[src/common/trigEff_params.svh]
`ifndef TRIGEFF_PARAMS_SVH
`define TRIGEFF_PARAMS_SVH

// Width of every count word and of CptMax
`define CPT_WIDTH 16

// Discriminator trigger outputs per ASIC
`define NUM_TRIG 3

// First word of every test record
`define HEADER_WORD 16'h4343

// Acceptance window in Clk cycles, picked by TriggerDelay
`define WIN_SHORT 4'd4
`define WIN_LONG 4'd8

// Header plus pulse and trigger count per channel
`define NUM_WORDS 7

`endif

[src/common/TrigTestPkg.sv]
`default_nettype none

`include "trigEff_params.svh"

package TrigTestPkg;

    ////////////////////////////////////////////////////////////
    // Test sequencing
    ////////////////////////////////////////////////////////////

    typedef enum logic [2:0] {
        IDLE,
        SEND_HEADER,
        TEST_START,
        TEST_RUN,
        CAPTURE,
        READOUT,
        ALL_DONE
    } testState_e;

    // Captured from the host side when a test starts
    typedef struct packed {
        logic [`CPT_WIDTH-1:0] cptMax;
        logic                  triggerDelay;
    } testConfig_t;

    // Low delay setting gives the short window
    function automatic logic [3:0] windowLength(input testConfig_t cfg);
        logic [3:0] len;
        len = cfg.triggerDelay ? `WIN_LONG : `WIN_SHORT;
        return len;
    endfunction

endpackage

`default_nettype wire

[src/common/CountDataPkg.sv]
`default_nettype none

`include "trigEff_params.svh"

package CountDataPkg;

    // Single-cycle edge flags in the Clk domain
    typedef struct packed {
        logic                 extPulse;
        logic [`NUM_TRIG-1:0] trigHit;
    } feEvents_t;

    // Results of one channel
    typedef struct packed {
        logic [`CPT_WIDTH-1:0] pulseCount;
        logic [`CPT_WIDTH-1:0] trigCount;
    } chanCount_t;

    ////////////////////////////////////////////////////////////
    // Output word stream
    ////////////////////////////////////////////////////////////

    typedef struct packed {
        logic [`CPT_WIDTH-1:0] data;
        logic                  valid;
    } dataWord_t;

endpackage

`default_nettype wire

[src/design/triggerCounter/TriggerSync.sv]
`default_nettype none
`timescale 1ns/1ps

`include "trigEff_params.svh"

module TriggerSync
    import CountDataPkg::*;
(
    input  wire logic                 Clk,
    input  wire logic                 reset_n,
    input  wire logic                 ClkExt,
    input  wire logic [`NUM_TRIG-1:0] TrigInB,
    output feEvents_t                 Events
);

    // Idle levels of the lines, strobe low and triggers high
    localparam logic [`NUM_TRIG:0] IDLE_LEVEL = {1'b0, {`NUM_TRIG{1'b1}}};

    logic [`NUM_TRIG:0] lineIn;
    logic [`NUM_TRIG:0] meta;
    logic [`NUM_TRIG:0] sync;
    logic [`NUM_TRIG:0] last;
    logic [`NUM_TRIG:0] edgeSeen;

    assign lineIn = {ClkExt, TrigInB};

    // Rising edge for the strobe, falling edge for the active-low triggers
    assign edgeSeen[`NUM_TRIG]     = sync[`NUM_TRIG] & ~last[`NUM_TRIG];
    assign edgeSeen[`NUM_TRIG-1:0] = ~sync[`NUM_TRIG-1:0] & last[`NUM_TRIG-1:0];

    always_ff @(posedge Clk or negedge reset_n) begin
        if (!reset_n) begin
            meta   <= IDLE_LEVEL;
            sync   <= IDLE_LEVEL;
            last   <= IDLE_LEVEL;
            Events <= '0;
        end else begin
            meta   <= lineIn;
            sync   <= meta;
            last   <= sync;
            // Same latency on every line keeps pulse to trigger spacing intact
            Events <= feEvents_t'(edgeSeen);
        end
    end

endmodule

`default_nettype wire

[src/design/triggerCounter/ScurveChannelCounter.sv]
`default_nettype none
`timescale 1ns/1ps

`include "trigEff_params.svh"

module ScurveChannelCounter
    import TrigTestPkg::*;
    import CountDataPkg::*;
(
    input  wire logic  Clk,
    input  wire logic  reset_n,
    input  wire testConfig_t Cfg,
    input  wire logic  CountStart,
    input  wire logic  ClearCounts,
    input  wire logic  ExtPulse,
    input  wire logic  TrigHit,
    output chanCount_t Counts,
    output logic       CountDone
);

    logic [`CPT_WIDTH-1:0] pulseCount;
    logic [`CPT_WIDTH-1:0] trigCount;
    logic [3:0]            winCount;
    logic                  armed;
    logic                  running;
    logic                  windowOpen;
    logic                  pulseAccepted;
    logic                  hitAccepted;

    assign windowOpen    = (winCount != 4'd0);
    // Pulses beyond cptMax are ignored
    assign pulseAccepted = running && ExtPulse && (pulseCount < Cfg.cptMax);
    // Only the first trigger of a window counts
    assign hitAccepted   = running && TrigHit && armed && windowOpen;

    ////////////////////////////////////////////////////////////
    // Counters and acceptance window
    ////////////////////////////////////////////////////////////

    always_ff @(posedge Clk or negedge reset_n) begin
        if (!reset_n) begin
            pulseCount <= '0;
            trigCount  <= '0;
            winCount   <= 4'd0;
            armed      <= 1'b0;
            running    <= 1'b0;
            CountDone  <= 1'b0;
        end else if (ClearCounts) begin
            pulseCount <= '0;
            trigCount  <= '0;
            winCount   <= 4'd0;
            armed      <= 1'b0;
            running    <= 1'b0;
            CountDone  <= 1'b0;
        end else if (CountStart) begin
            pulseCount <= '0;
            trigCount  <= '0;
            winCount   <= 4'd0;
            armed      <= 1'b0;
            running    <= 1'b1;
            CountDone  <= 1'b0;
        end else begin
            // A new pulse restarts the window
            if (pulseAccepted) begin
                if (pulseCount != '1) begin
                    pulseCount <= pulseCount + 1'b1;
                end
                winCount <= windowLength(Cfg);
            end else if (windowOpen) begin
                winCount <= winCount - 1'b1;
            end

            if (hitAccepted && (trigCount != '1)) begin
                trigCount <= trigCount + 1'b1;
            end

            if (pulseAccepted) begin
                armed <= 1'b1;
            end else if (hitAccepted || (winCount == 4'd1)) begin
                armed <= 1'b0;
            end

            // Sticky until the next clear
            if (running && !windowOpen && (pulseCount == Cfg.cptMax)) begin
                CountDone <= 1'b1;
            end
        end
    end

    assign Counts = '{pulseCount: pulseCount, trigCount: trigCount};

endmodule

`default_nettype wire

[src/design/ResultSerializer.sv]
`default_nettype none
`timescale 1ns/1ps

`include "trigEff_params.svh"

module ResultSerializer
    import CountDataPkg::*;
(
    input  wire logic                   Clk,
    input  wire logic                   reset_n,
    input  wire logic                   LoadHeader,
    input  wire logic                   LoadCounts,
    input  wire chanCount_t [`NUM_TRIG-1:0] AllCounts,
    input  wire logic                   DataReady,
    output dataWord_t                   Word,
    output logic                        SendDone
);

    localparam int COUNT_WORDS = `NUM_WORDS - 1;

    logic [COUNT_WORDS-1:0][`CPT_WIDTH-1:0] ordered;
    logic [COUNT_WORDS-2:0][`CPT_WIDTH-1:0] pending;
    logic [`CPT_WIDTH-1:0]                  wordData;
    logic                                   wordValid;
    logic [2:0]                             wordsLeft;
    logic                                   accepted;

    // Pulse0, Trig0, Pulse1, Trig1, Pulse2, Trig2
    always_comb begin
        for (int ch = 0; ch < `NUM_TRIG; ch++) begin
            ordered[2*ch]   = AllCounts[ch].pulseCount;
            ordered[2*ch+1] = AllCounts[ch].trigCount;
        end
    end

    assign accepted = wordValid && DataReady;

    ////////////////////////////////////////////////////////////
    // Word queue control
    ////////////////////////////////////////////////////////////

    always_ff @(posedge Clk or negedge reset_n) begin
        if (!reset_n) begin
            wordValid <= 1'b0;
            wordsLeft <= 3'd0;
            SendDone  <= 1'b0;
        end else begin
            SendDone <= 1'b0;
            if (LoadHeader) begin
                wordValid <= 1'b1;
                wordsLeft <= 3'd1;
            end else if (LoadCounts) begin
                wordValid <= 1'b1;
                wordsLeft <= 3'(COUNT_WORDS);
            end else if (accepted) begin
                wordsLeft <= wordsLeft - 1'b1;
                if (wordsLeft == 3'd1) begin
                    wordValid <= 1'b0;
                    SendDone  <= 1'b1;
                end
            end
        end
    end

    // Data only moves on load or acceptance so it holds while stalled
    always_ff @(posedge Clk) begin
        if (LoadHeader) begin
            wordData <= `HEADER_WORD;
        end else if (LoadCounts) begin
            wordData <= ordered[0];
            pending  <= ordered[COUNT_WORDS-1:1];
        end else if (accepted && (wordsLeft != 3'd1)) begin
            wordData <= pending[0];
            pending  <= pending >> `CPT_WIDTH;
        end
    end

    assign Word = '{data: wordData, valid: wordValid};

endmodule

`default_nettype wire

[src/design/TrigEfficiencyTest.sv]
`default_nettype none
`timescale 1ns/1ps

`include "trigEff_params.svh"

module TrigEfficiencyTest
    import TrigTestPkg::*;
(
    input  wire logic                  Clk,
    input  wire logic                  reset_n,
    input  wire logic                  Start,
    input  wire logic [`CPT_WIDTH-1:0] CptMax,
    input  wire logic                  TriggerDelay,
    input  wire logic [`NUM_TRIG-1:0]  ChanDone,
    input  wire logic                  SendDone,
    input  wire logic                  DataTransmitDone,
    output testConfig_t                Cfg,
    output logic                       CountStart,
    output logic                       ClearCounts,
    output logic                       LoadHeader,
    output logic                       LoadCounts,
    output logic                       TestDone
);

    testState_e state;

    ////////////////////////////////////////////////////////////
    // Test sequencing FSM
    ////////////////////////////////////////////////////////////

    always_ff @(posedge Clk or negedge reset_n) begin
        if (!reset_n) begin
            state       <= IDLE;
            Cfg         <= '0;
            CountStart  <= 1'b0;
            ClearCounts <= 1'b1;
            LoadHeader  <= 1'b0;
            LoadCounts  <= 1'b0;
            TestDone    <= 1'b0;
        end else begin
            // Strobes last one cycle
            CountStart <= 1'b0;
            LoadHeader <= 1'b0;
            LoadCounts <= 1'b0;

            case (state)
                IDLE: begin
                    if (Start) begin
                        Cfg         <= '{cptMax: CptMax, triggerDelay: TriggerDelay};
                        LoadHeader  <= 1'b1;
                        ClearCounts <= 1'b0;
                        state       <= SEND_HEADER;
                    end
                end
                SEND_HEADER: begin
                    // Counting waits for the header to leave
                    if (SendDone) begin
                        CountStart <= 1'b1;
                        state      <= TEST_START;
                    end
                end
                TEST_START: begin
                    state <= TEST_RUN;
                end
                TEST_RUN: begin
                    if (&ChanDone) begin
                        LoadCounts <= 1'b1;
                        state      <= CAPTURE;
                    end
                end
                CAPTURE: begin
                    state <= READOUT;
                end
                READOUT: begin
                    if (SendDone) begin
                        TestDone <= 1'b1;
                        state    <= ALL_DONE;
                    end
                end
                ALL_DONE: begin
                    // Host confirms the record went out
                    if (DataTransmitDone) begin
                        TestDone    <= 1'b0;
                        ClearCounts <= 1'b1;
                        state       <= IDLE;
                    end
                end
                default: begin
                    ClearCounts <= 1'b1;
                    TestDone    <= 1'b0;
                    state       <= IDLE;
                end
            endcase
        end
    end

endmodule

`default_nettype wire

[src/design/TrigEfficiencyTop.sv]
`default_nettype none
`timescale 1ns/1ps

`include "trigEff_params.svh"

module TrigEfficiencyTop
    import TrigTestPkg::*;
    import CountDataPkg::*;
(
    input  wire logic                  Clk,
    input  wire logic                  reset_n,
    input  wire logic                  ClkExt,
    input  wire logic                  OutTrigger0b,
    input  wire logic                  OutTrigger1b,
    input  wire logic                  OutTrigger2b,
    input  wire logic                  Start,
    input  wire logic [`CPT_WIDTH-1:0] CptMax,
    input  wire logic                  TriggerDelay,
    input  wire logic                  DataReady,
    input  wire logic                  DataTransmitDone,
    output logic [`CPT_WIDTH-1:0]      TrigEfficiencyData,
    output logic                       TrigEfficiencyDataEn,
    output logic                       TestDone
);

    feEvents_t                 events;
    testConfig_t               cfg;
    chanCount_t [`NUM_TRIG-1:0] allCounts;
    logic [`NUM_TRIG-1:0]      chanDone;
    dataWord_t                 word;
    logic                      countStart;
    logic                      clearCounts;
    logic                      loadHeader;
    logic                      loadCounts;
    logic                      sendDone;

    TriggerSync uSync (
        .Clk     (Clk),
        .reset_n (reset_n),
        .ClkExt  (ClkExt),
        .TrigInB ({OutTrigger2b, OutTrigger1b, OutTrigger0b}),
        .Events  (events)
    );

    // One counter per discriminator output, all fed by the same strobe
    for (genvar ch = 0; ch < `NUM_TRIG; ch++) begin : gChannel
        ScurveChannelCounter uCounter (
            .Clk         (Clk),
            .reset_n     (reset_n),
            .Cfg         (cfg),
            .CountStart  (countStart),
            .ClearCounts (clearCounts),
            .ExtPulse    (events.extPulse),
            .TrigHit     (events.trigHit[ch]),
            .Counts      (allCounts[ch]),
            .CountDone   (chanDone[ch])
        );
    end

    ResultSerializer uSerializer (
        .Clk        (Clk),
        .reset_n    (reset_n),
        .LoadHeader (loadHeader),
        .LoadCounts (loadCounts),
        .AllCounts  (allCounts),
        .DataReady  (DataReady),
        .Word       (word),
        .SendDone   (sendDone)
    );

    TrigEfficiencyTest uControl (
        .Clk              (Clk),
        .reset_n          (reset_n),
        .Start            (Start),
        .CptMax           (CptMax),
        .TriggerDelay     (TriggerDelay),
        .ChanDone         (chanDone),
        .SendDone         (sendDone),
        .DataTransmitDone (DataTransmitDone),
        .Cfg              (cfg),
        .CountStart       (countStart),
        .ClearCounts      (clearCounts),
        .LoadHeader       (loadHeader),
        .LoadCounts       (loadCounts),
        .TestDone         (TestDone)
    );

    assign TrigEfficiencyData   = word.data;
    assign TrigEfficiencyDataEn = word.valid;

endmodule

`default_nettype wire

[config.mk]
export PLATFORM = sky130hd
export DESIGN_NAME = TrigEfficiencyTop
export DESIGN_NICKNAME = d
export VERILOG_FILES = /design/src/common/TrigTestPkg.sv /design/src/common/CountDataPkg.sv /design/src/design/triggerCounter/TriggerSync.sv /design/src/design/triggerCounter/ScurveChannelCounter.sv /design/src/design/ResultSerializer.sv /design/src/design/TrigEfficiencyTest.sv /design/src/design/TrigEfficiencyTop.sv
export VERILOG_INCLUDE_DIRS = /design/src /design/src/common
export SDC_FILE = /design/constraint.sdc
export NUM_CORES = 1
export LEC_CHECK = 0
export ABC_AREA = 0
export BUFFER_PORTS_ARGS = -buffer_cell sky130_fd_sc_hd__buf_2
export CAP_MARGIN = 15
export CELL_PAD_IN_SITES_DETAIL_PLACEMENT = 0
export CELL_PAD_IN_SITES_GLOBAL_PLACEMENT = 1
export CORE_MARGIN = 8
export CORE_UTILIZATION = 50
export DETAILED_ROUTE_END_ITERATION = 12
export PLACE_DENSITY = 0.83
export SLEW_MARGIN = 15
export SYNTH_ARGS = -nofsm -noshare
export SYNTH_HDL_FRONTEND = slang
export SYNTH_SLANG_ARGS = --single-unit
[constraint.sdc]
create_clock -name Clk -period 6.4 [get_ports Clk]
set_clock_uncertainty 0.1 [all_clocks]
set_input_delay 0.96 -clock Clk [delete_from_list [all_inputs] [get_ports Clk]]
set_output_delay 0.96 -clock Clk [all_outputs]
set_load 0.01 [all_outputs]
==> reports/metrics.yaml, run 1 <==
clock_network:
  clock_latency_ns: 0.54
  cts_sinks: 257
  cts_tree: "done"
  h-tree-depth: 1
  hold_buffers: 0
  cts_setup_buffers: 0
  clockRootBuffer: "clkbuf_16"
  cts_buffers: 28
  cts_resized: 0
  clk_pin_slew_ns: 0.06
  clock_path_buffers: 3
floorplan:
  dieArea_um2: 30800
  design.core.area_um2: 25100
  io_pins: 44
  chipWidth_um: 176
  die_y_um: 176
  row_count: 58
  initial_utilization_pct: 50.7
worst_setup_path:
  critPathKind: "register to register"
  path_max_fanout: 26
  cpMaxStageDelayCell: "nand3_1"
  cp.required_ns: 6.76
  start_kind: "register"
  crit_chain: "ha_1 -> a21oi_1 -> o21ai_0 -> a2111oi_1 -> nand3_1 -> or4_1 -> a21oi_1"
  crit_path_frequent_cell: "a21oi_1"
  max_stage_delay_ns: 0.75
  worstSetupEndpointType: "register"
  worstPathArrival_ns: 3.88
grt:
  grt_pass1_vias: 8755
  antenna_found_initial: 0
  grt_overflow_total: 0
  grt_util_all_layers_pct: 19.3
  grt_max_degree: 92
  grt_pass1_wl_mm: 47.9
place:
  place_hpwl_mm: 20.5
  routabilityCongestion: 0.833
  port_buffers: 43
  dp.cells: 1500
timing:
  setup_tns_ns: 0
  holdWs_ns: 0.235
  final-setup-viol-count: 0
  rsz0062_at_grt: "false"
  fin_crit_ns: 3.52
  slew_headroom_pct: 30.4
  slew_violations: 0
  min_period_over_period_pct: 55.0
  hold_viol: 0
  tightest_slew_ns: 1.04
  fmax_ghz: 0.284
yosys:
  syn_inst: 1170
  ys_seq_area_share_pct: 53.1
  synth_top_area_cell: "dfrtp_1"
  yosys.area.top_type_share_pct: 29.7
  syn_area_per_cell_um2: 10.9
  ys_warn_count: 0
  synth_seq_cells: 257
  postSynth.asyncResetShare_pct: 62.6
  synth_most_common_cell: "dfrtp_1"
  synth.area.top_cells: "dfrtp_1 30%, edfxtp_1 19%, ha_1 6.4%, mux2_2 6.4%, nor2_1 3.1%"
  synthTopCellsByCount: "151 x dfrtp_1, 104 x nor2_1, 86 x nand2_1"
  syn_area_um2: 12700
  synth_edf_count: 80
  synth_cell_types: 58
  ys.flop_type: "dfrtp_1"
  synth_fp_nets: 1261
pwr:
  swShare_pct: 24.2
  clock_power_share_pct: 39.7
  p_sw_uw: 953
  p_int_mw: 2.99
  vdd_drop_max_mv: 0.213
  comb_power_share_pct: 10.7
  p_per_area_nw_per_um2: 278
  p_leak_nw: 6.01
  seqPwrFrac_pct: 49.6
routing:
  drtIter0Drc: 727
  vias: 8876
  antenna_left: 0
  vias_per_cell: 5.72
  drt-total-wl_mm: 29.7
  drc_errors: 0
  post_drt_wl_per_cell_um: 19.2
  dr.pass1.iters: 5
final_layout:
  n_antenna_cell: 0
  syn_to_final_growth_pct: 11.2
  layout.nets: 1291
  final_util_pct: 56.4
  fill_cells: 2200
  final_cells: 1552
  drive_gt1_share_pct: 15.4
run_status:
  status: "complete, no violations"
job:
  drv_cap: 0
hold_path:
  hp-class: "input pin to async pin"
==> stage by stage <==
step | cell area [um^2] | setup slack, ns | total power, mW
after CTS | 14200 | 2.91 | 3.98
after global routing | 14200 | 2.57 | 4.11
final | 14200 | 2.88 | 3.94
after global placement | 13300 | 3.02 | 2.40
after floorplan | 12700 | 0.426 | 2.24
after detailed placement | 13300 | 2.90 | 2.41
==> layout make-up <==
cell class / count / area, um^2 / area share [%]
inverters: 38 / 143 / 1.01
repair buffers: 51 / 282 / 1.99
flip-flops and latches: 257 / 6770 / 47.8
multi-input cells: 824 / 5650 / 39.9
well taps: 330 / 413 / 2.91
clock inverters: 6 / 45.0 / 0.318
clock buffers: 46 / 868 / 6.13
==> per-layer routing <==
metal  routed length [um]  global-route usage, %  part of all wire [%]
met1                13100                   25.1                    44
met2                14300                   32.0                    48
met4                 1170                   7.81                   3.9
met5                    0                      0                     0
met3                 1210                   2.64                   4.1
==> placed cells by master (no fill, tap or decap), types with 11 or more instances in the layout <==
cell type	instances
dfrtp_1	150
nor2_1	103
nand2_1	86
edfxtp_1	80
a21oi_1	75
mux2_2	72
ha_1	65
o21ai_0	51
buf_2	42
nand3_1	39
inv_1	38
nand4_1	34
xor2_1	34
or3_1	28
clkbuf_16	28
mux2i_1	25
and3_1	23
and2_1	22
xnor2_1	18
nor3_1	17
dfxtp_1	16
or4_1	14
o31ai_1	13
and4_1	12
nand2b_1	11
==> worst max-delay path: cells and delay by family (launching register included) <==
family                   cells  cell delay [ns]
AND/OR/NAND/NOR              2             1.48
AO/OA/AOI/OAI                4             1.06
flip-flops                   1             0.44
adder cells (fa/ha/maj)      1             0.34
==> flip-flops by register name, summed over array words and instances (netlist names), 4 cells and up <==
register                      flops
uSync.Events                      4
gChannel.uCounter.pulseCount     48
uSync.sync                        4
gChannel.uCounter.trigCount      48
uSerializer.pending              80
uSerializer.wordData             16
uControl.Cfg                     17
uSync.last                        4
uSync.meta                        4
gChannel.uCounter.winCount       12
==> power by group through the flow <==
stage	clock, mW	combinational (mW)	sequential (mW)
after global routing	1.66	0.480	1.97
after global placement	0	0.418	1.98
after floorplan	0	0.249	1.99
after detailed placement	0	0.427	1.98
final	1.56	0.423	1.95
after CTS	1.60	0.431	1.95
==> cell families after synthesis <==
logic type / after synthesis / synth area share, %
flip-flops: 257 / 53.1
multiplexers: 97 / 8.33
buffers and inverters: 89 / 2.71
AO/OA/AOI/OAI: 184 / 8.58
adder cells (fa/ha/maj): 65 / 6.38
AND/OR/NAND/NOR: 426 / 17.3
XOR/XNOR: 52 / 3.57
==> final timing paths <==
kind | cells after the start | start | slack [ns] | endpoint
max | 7 | gChannel[2].uCounter.pulseCount[11] | 2.88 | gChannel[2].uCounter.pulseCount[4]
min | 1 | reset_n | 0.23 | uControl.state[1]
max reg2reg | 7 | gChannel[2].uCounter.pulseCount[11] | 2.88 | gChannel[2].uCounter.pulseCount[4]
min reg2reg | 0 | uSync.meta[3] | 0.25 | uSync.sync[3]
max in group asynchronous | 2 | reset_n | 4.73 | gChannel[0].uCounter.winCount[0]
min in group Clk | 0 | uSync.meta[3] | 0.25 | uSync.sync[3]
Power figures use the tool's default switching activity.
==> run 2: changes to the inputs <==
- ABC_AREA: 0 -> 1
- CORE_UTILIZATION: 50 -> 48
- PLACE_DENSITY: 0.83 -> 0.84
- clock period: 6.4 -> 3.41 ns (I/O delays scaled with it)
==> run 2 against run 1 <==
  * Die area grew 15%
  * Clock power rose by 120%
  * First-iteration DRC count up 19%
  * Sequential share of layout area decreased by 5.5 points
  * Area after synthesis grew 12%
  * Final area rose by 13%
  * Highest routed layer unchanged
  * Utilization decreased by 2.2 points
  * Via count grew 33%
==> reports/metrics.yaml, run 2 <==
run_status:
  status: "complete, no violations"  # unchanged
clock_network:
  cts_resized: 0  # unchanged
  clock_latency_ns: 0.55  # was 0.54 ns
  cts_tree: "done"  # unchanged
  cts_setup_buffers: 0  # unchanged
  cts_buffers: 29  # was 28
  h-tree-depth: 1  # unchanged
  clk_pin_slew_ns: 0.06  # about the same
  clock_path_buffers: 3  # unchanged
  cts_sinks: 257  # unchanged
  hold_buffers: 5  # was 0
  clockRootBuffer: "clkbuf_16"  # unchanged
place:
  dpl_cell_area_um2: 14900  # was 13,300 um^2
  port_buffers: 43  # unchanged
  routabilityCongestion: 0.859  # was 0.833
  place_hpwl_mm: 26.3  # was 20.5 mm
final_layout:
  syn_to_final_growth_pct: 11.8  # was 11.2%
  layout_commonest_cell: "nand2_1"  # was dfrtp_1
  layout.nets: 1907  # was 1,291
  design_area_um2: 16000  # was 14,200 um^2
  final_cell_mix: "466 x nand2_1, 202 x inv_1, 169 x nor2_1, 163 x nand3_1, 151 x dfrtp_1"  # was 150 x dfrtp_1, 103 x nor2_1, 86 x nand2_1, 80 x edfxtp_1, 75 x a21oi_1
  largest_register_ffs: 80  # unchanged
  n_antenna_cell: 0  # unchanged
  fill_cells: 2758  # was 2,200
  drive_gt1_share_pct: 10.9  # was 15.4%
  reg_top3: "uSerializer.pending x80, gChannel.uCounter.pulseCount x48, gChannel.uCounter.trigCount x48"  # unchanged
  regMostFlops: "uSerializer.pending"  # unchanged
floorplan:
  io_pins: 44  # unchanged
  chipWidth_um: 189  # was 176 um
  initial_utilization_pct: 48.5  # was 50.7%
  row_count: 63  # was 58
  design.core.area_um2: 29500  # was 25,100 um^2
  dieArea_um2: 35600  # was 30,800 um^2
  die_y_um: 189  # was 176 um
timing:
  fmax_ghz: 0.424  # was 0.284 GHz
  tightest_slew_ns: 0.783  # was 1.04 ns
  fin_crit_ns: 2.36  # was 3.52 ns
  hold_viol: 0  # unchanged
  final-setup-viol-count: 0  # unchanged
  slew_violations: 0  # unchanged
  rsz0062_at_grt: "false"  # unchanged
  slew_headroom_pct: 47.8  # was 30.4%
  min_period_over_period_pct: 69.2  # was 55.0%
  setup_tns_ns: 0  # unchanged
pwr:
  vdd_drop_max_mv: 0.360  # was 0.213 mV
  p_per_area_nw_per_um2: 669  # was 278 nW/um^2
  p_leak_nw: 7.56  # was 6.01 nW
grt:
  grt_max_degree: 100  # was 92
  grt_pass1_vias: 11291  # was 8,755
  grt_overflow_total: 0  # unchanged
  grt_pass1_wl_mm: 59.3  # was 47.9 mm
  grt_util_all_layers_pct: 20.4  # was 19.3%
  antenna_found_initial: 0  # unchanged
routing:
  antenna_left: 0  # unchanged
  post_drt_wl_per_cell_um: 16.5  # was 19.2 um
  vias_per_cell: 5.31  # was 5.72
  drc_errors: 0  # unchanged
  vias: 11841  # was 8,876
  dr.pass1.iters: 5  # unchanged
  drtIter0Drc: 865  # was 727
  drt-total-wl_mm: 36.7  # was 29.7 mm
yosys:
  synth_edf_count: 80  # unchanged
  syn_inst: 1776  # was 1,170
  synth_fp_nets: 1867  # was 1,261
  ys.flop_type: "dfrtp_1"  # unchanged
  syn_area_um2: 14300  # was 12,700 um^2
  synthTopCellsByCount: "466 x nand2_1, 202 x inv_1, 171 x nor2_1"  # was 151 x dfrtp_1, 104 x nor2_1, 86 x nand2_1
  synth_top_area_cell: "dfrtp_1"  # unchanged
  synth_seq_cells: 257  # unchanged
  syn_area_per_cell_um2: 8.06  # was 10.9 um^2
  ys_warn_count: 0  # unchanged
  synth.area.top_cells: "dfrtp_1 26%, edfxtp_1 17%, nand2_1 12%, nand3_1 5.7%, ha_1 5.7%"  # was dfrtp_1 30%, edfxtp_1 19%, ha_1 6.4%, mux2_2 6.4%, nor2_1 3.1%
  synth_cell_types: 53  # was 58
  postSynth.asyncResetShare_pct: 62.6  # unchanged
  ys_seq_area_share_pct: 47.3  # was 53.1%
  yosys.area.top_type_share_pct: 26.4  # was 29.7%
  synth_most_common_cell: "nand2_1"  # was dfrtp_1
worst_setup_path:
  crit_chain: "inv_1 -> ha_1 -> nand3_1 -> inv_1 -> nor2_1 -> o21ai_2 -> nand2_1 -> inv_2 -> nand2_1 -> o21ai_0"  # was ha_1 -> a21oi_1 -> o21ai_0 -> a2111oi_1 -> nand3_1 -> or4_1 -> a21oi_1
  cpMaxStageDelayCell: "nand2_1"  # was nand3_1
  cp.depth: 10  # was 7
  worstSetupEndpointType: "register"  # unchanged
  critPathKind: "register to register"  # unchanged
  crit_family: "simple AND/OR/NAND/NOR gates"  # unchanged
  cp.required_ns: 3.74  # was 6.76 ns
  worstPathArrival_ns: 2.69  # was 3.88 ns
  reg2reg_depth: 10  # was 7
  path_max_fanout: 20  # was 26
  crit_buf_inv: 3  # was 0
  start_kind: "register"  # unchanged
  max_stage_delay_ns: 0.50  # was 0.75 ns
hold_path:
  hold-path-cell-count: 3
  hp-class: "input pin to register"  # was input pin to async pin
job:
  drv_cap: 0  # unchanged
-- run 2: cell count changes after synthesis, moves of 28 or more --
cell | previous run | this run
o21ai_0 | 51 | 127
nand2_2 | 0 | 35
or3_1 | 28 | 0
nor2_1 | 104 | 171
inv_1 | 38 | 202
nand2_1 | 86 | 466
mux2_2 | 72 | 1
a21oi_1 | 75 | 39
nand3_1 | 39 | 163
-- run 2: cells by family (layout without fill, tap and decap cells) --
group / after synthesis / after routing / share of synthesized area [%]
XOR/XNOR: 21 / 21 / 1.29
buffers and inverters: 265 / 328 / 7.49
AND/OR/NAND/NOR: 965 / 965 / 30.6
AO/OA/AOI/OAI: 202 / 202 / 7.60
adder cells (fa/ha/maj): 65 / 65 / 5.68
flip-flops: 257 / 257 / 47.3
multiplexers: 1 / 1 / 0.0787
-- run 2: routing by layer --
metal | up-vias | part of all wire (%) | GRT usage, %
met5 | - | 0 | 0
met4 | 0 | 2.8 | 6.25
met3 | 64 | 4.7 | 2.66
met2 | 261 | 48 | 34.5
met1 | 5610 | 44 | 26.8
li1 | 5906 | - | -
-- run 2: worst paths after layout --
path,from,end,slack [ns]
max in group asynchronous,reset_n,gChannel[0].uCounter.trigCount[0],1.99
worst max register to register,gChannel[2].uCounter.winCount[0],gChannel[2].uCounter.trigCount[15],1.05
worst min-delay path,CptMax[12],uControl.Cfg[13],0.07
worst max-delay path,gChannel[2].uCounter.winCount[0],gChannel[2].uCounter.trigCount[15],1.05
worst min register to register,uSync.meta[2],uSync.sync[2],0.25
min in group asynchronous,reset_n,uControl.Cfg[11],0.43
-- run 2: metrics by stage --
step / utilization (%) / cells / hold WS (ns) / worst slack (ns) / total power [mW]
after floorplan: - / 1776 / 0.116 / 0.686 / 6.42
after global placement: 50.5 / 2170 / 0.240 / 1.15 / 7.26
after detailed placement: 50.5 / 2170 / 0.240 / 1.04 / 7.35
after CTS: 54.3 / 2229 / 0.0505 / 1.03 / 10.8
after global routing: 54.3 / 2229 / 0.0723 / 0.836 / 11.4
final: 54.3 / 2229 / 0.0693 / 1.05 / 10.7
-- run 2: layout make-up --
class	count	area, um^2	share of cell area (%)
Clock buffer	41	852	5.32
Clock inverter	13	200	1.25
Inverter	207	778	4.86
Multi-Input combinational cell	1254	6480	40.5
Sequential cell	257	6760	42.3
Tap cell	390	488	3.05
Timing Repair Buffer	67	439	2.74
-- run 2: power breakdown --
group / switching, mW / internal (mW)
Clock: 1.29 / 2.12
Sequential: 0.445 / 4.03
Combinational: 1.83 / 0.996
-- run 2: tightest hold or removal path, stage by stage --
cell	delay (ns)
buf_2	0.07
nand2_1	0.04
o21ai_0	0.05
==> run 3: changes to the inputs <==
- CORE_UTILIZATION: 48 -> 43
- PLACE_DENSITY: 0.84 -> 0.8
- clock period: 3.41 -> 1.95 ns (I/O delays scaled with it)
==> run 3 against run 2 <==
  * The run now ends with negative setup slack left
  * Sequential power rose by 74%
  * Non-clock buffer count rose by 153
  * Via count rose by 5.1%
  * Final area rose by 13%
  * Critical path type unchanged
  * Largest cell class is now multi-input combinational cells
  * Highest routed layer unchanged
==> reports/metrics.yaml, run 3 (synthesized netlist as in run 2, its figures left out) <==
timing:
  slew_violations: 0  # unchanged
  tightest_slew_ns: 0.506  # was 0.783 ns
  rsz0062_at_grt: "true"  # was false
  slew_headroom_pct: 65.9  # was 47.8%
  final-setup-viol-count: 12  # was 0
  min_period_over_period_pct: 101  # was 69.2%
  worst_slack_ns: -0.0127  # was 1.05 ns
  fin_crit_ns: 1.96  # was 2.36 ns
  setup_tns_ns: -0.0678  # was 0 ns
  holdWs_ns: 0.0608  # was 0.0693 ns
  fmax_ghz: 0.509  # was 0.424 GHz
  hold_viol: 0  # unchanged
final_layout:
  final_cell_mix: "440 x nand2_1, 183 x inv_1, 161 x nor2_1, 148 x dfrtp_1, 128 x buf_4"  # was 466 x nand2_1, 202 x inv_1, 169 x nor2_1, 163 x nand3_1, 151 x dfrtp_1
  largest_register_ffs: 80  # unchanged
  n_antenna_cell: 0  # unchanged
  fill_cells: 3046  # was 2,758
  final_cells: 2446  # was 2,229
  regMostFlops: "uSerializer.pending"  # unchanged
  drive_gt1_share_pct: 23.1  # was 10.9%
  reg_top3: "uSerializer.pending x80, gChannel.uCounter.pulseCount x48, gChannel.uCounter.trigCount x48"  # unchanged
  layout_commonest_cell: "nand2_1"  # unchanged
  design_area_um2: 18200  # was 16,000 um^2
  syn_to_final_growth_pct: 26.9  # was 11.8%
  final_util_pct: 54.8  # was 54.3%
  layout.nets: 2065  # was 1,907
floorplan:
  io_pins: 44  # unchanged
  initial_utilization_pct: 43.2  # was 48.5%
  dieArea_um2: 39400  # was 35,600 um^2
  chipWidth_um: 198  # was 189 um
  design.core.area_um2: 33100  # was 29,500 um^2
  die_y_um: 198  # was 189 um
  row_count: 67  # was 63
worst_setup_path:
  worstSetupEndpointType: "register"  # unchanged
  reg2reg_depth: 12  # was 10
  start_kind: "register"  # unchanged
  path_max_fanout: 6  # was 20
  critPathKind: "register to register"  # unchanged
  worstPathArrival_ns: 2.32  # was 2.69 ns
  cp.required_ns: 2.30  # was 3.74 ns
run_status:
  status: "finished with violations"  # was complete, no violations
  violations: "negative setup slack"
place:
  port_buffers: 43  # unchanged
  dpl_cell_area_um2: 16000  # was 14,900 um^2
  dp.cells: 2342  # was 2,170
  routabilityCongestion: 0.852  # was 0.859
  place_hpwl_mm: 28.5  # was 26.3 mm
  dpl_worst_slack_ns: -0.135  # was 1.04 ns
routing:
  drtIter0Drc: 748  # was 865
  drc_errors: 0  # unchanged
  drt-total-wl_mm: 39.5  # was 36.7 mm
  vias: 12450  # was 11,841
  post_drt_wl_per_cell_um: 16.1  # was 16.5 um
  dr.pass1.iters: 5  # unchanged
  vias_per_cell: 5.09  # was 5.31
  antenna_left: 0  # unchanged
clock_network:
  clk_pin_slew_ns: 0.07  # was 0.06 ns
  clockRootBuffer: "clkbuf_16"  # unchanged
  clock_path_buffers: 3  # unchanged
  clock_latency_ns: 0.57  # was 0.55 ns
  h-tree-depth: 1  # unchanged
  cts_buffers: 30  # was 29
  cts_tree: "done"  # unchanged
  cts_sinks: 257  # unchanged
pwr:
  p_leak_nw: 8.41  # was 7.56 nW
  p_per_area_nw_per_um2: 1110  # was 669 nW/um^2
  p_total_mw: 20.2  # was 10.7 mW
  vdd_drop_max_mv: 0.683  # was 0.360 mV
hold_path:
  hold-path-cell-count: 4  # was 3
  hp-class: "input pin to register"  # unchanged
grt:
  grt_pass1_vias: 12053  # was 11,291
  grt_pass1_wl_mm: 62.0  # was 59.3 mm
  antenna_found_initial: 0  # unchanged
  grt_overflow_total: 0  # unchanged
  grt_util_all_layers_pct: 19.6  # was 20.4%
  grt_max_degree: 60  # was 100
job:
  drv_cap: 0  # unchanged
[run 3: cell count changes in the layout (fill, tap and decap cells not counted), moves of 16 or more]
cell | before | now
nand3_1 | 163 | 126
dlygate4sd3_1 | 5 | 23
nand2_2 | 35 | 54
inv_1 | 202 | 183
nand3_2 | 2 | 39
buf_4 | 17 | 128
ha_4 | 0 | 16
ha_1 | 65 | 47
nand2_1 | 466 | 440
[run 3: final cells by class]
| cell class | instances | area, um^2 | share of cell area (%) |
|---|---|---|---|
| Inverter | 207 | 800 | 4.40 |
| Clock buffer | 34 | 766 | 4.22 |
| Sequential cell | 257 | 6770 | 37.3 |
| Timing Repair Buffer | 220 | 1840 | 10.2 |
| Tap cell | 448 | 561 | 3.09 |
| Multi-Input combinational cell | 1258 | 7170 | 39.5 |
| Clock inverter | 22 | 246 | 1.36 |
[run 3: worst paths after layout]
path	from	to	slack, ns
setup / recovery	uControl.Cfg[16]	gChannel[2].uCounter.pulseCount[1]	-0.01
hold / removal	DataReady	uSerializer.wordsLeft[0]	0.06
setup reg to reg	uControl.Cfg[16]	gChannel[2].uCounter.pulseCount[1]	-0.01
hold reg to reg	uSync.meta[1]	uSync.sync[1]	0.25
max in group asynchronous	reset_n	uSync.sync[2]	0.94
min in group asynchronous	reset_n	gChannel[0].uCounter.pulseCount[10]	0.14
[run 3: power breakdown]
part	internal, mW	total (mW)	switching, mW
sequential	7.05	7.77	0.717
clock	3.38	5.76	2.38
combinational	2.75	6.64	3.90
[run 3: repair_timing]
item | in CTS | in global routing
hold buffers | 23 | 0
gates cloned | 1 | 7
setup buffers | 1 | 16
pin swaps | 10 | 58
gates resized for setup | 27 | 142
endpoints found under the setup margin | 57 | 102
endpoints found under the hold margin | 168 | 0
[run 3: layer usage]
layer / vias to the layer above / part of all wire (%) / track usage (%)
met5: - / 0 / 0
li1: 6241 / - / -
met1: 5881 / 44 / 25.0
met3: 71 / 4.5 / 2.42
met4: 0 / 2.5 / 5.68
met2: 257 / 49 / 34.5
[run 3: critical path: stages, from the launching register on]
cell and delay [ns]:
dfrtp_1 0.37, inv_4 0.07, ha_4 0.29, nand2_4 0.06
nor2_4 0.13, nand3_2 0.11, nor2_4 0.12, nand2_2 0.08
nand3_4 0.13, nand2_8 0.10, buf_6 0.15, nand3b_1 0.07
nand2_1 0.05
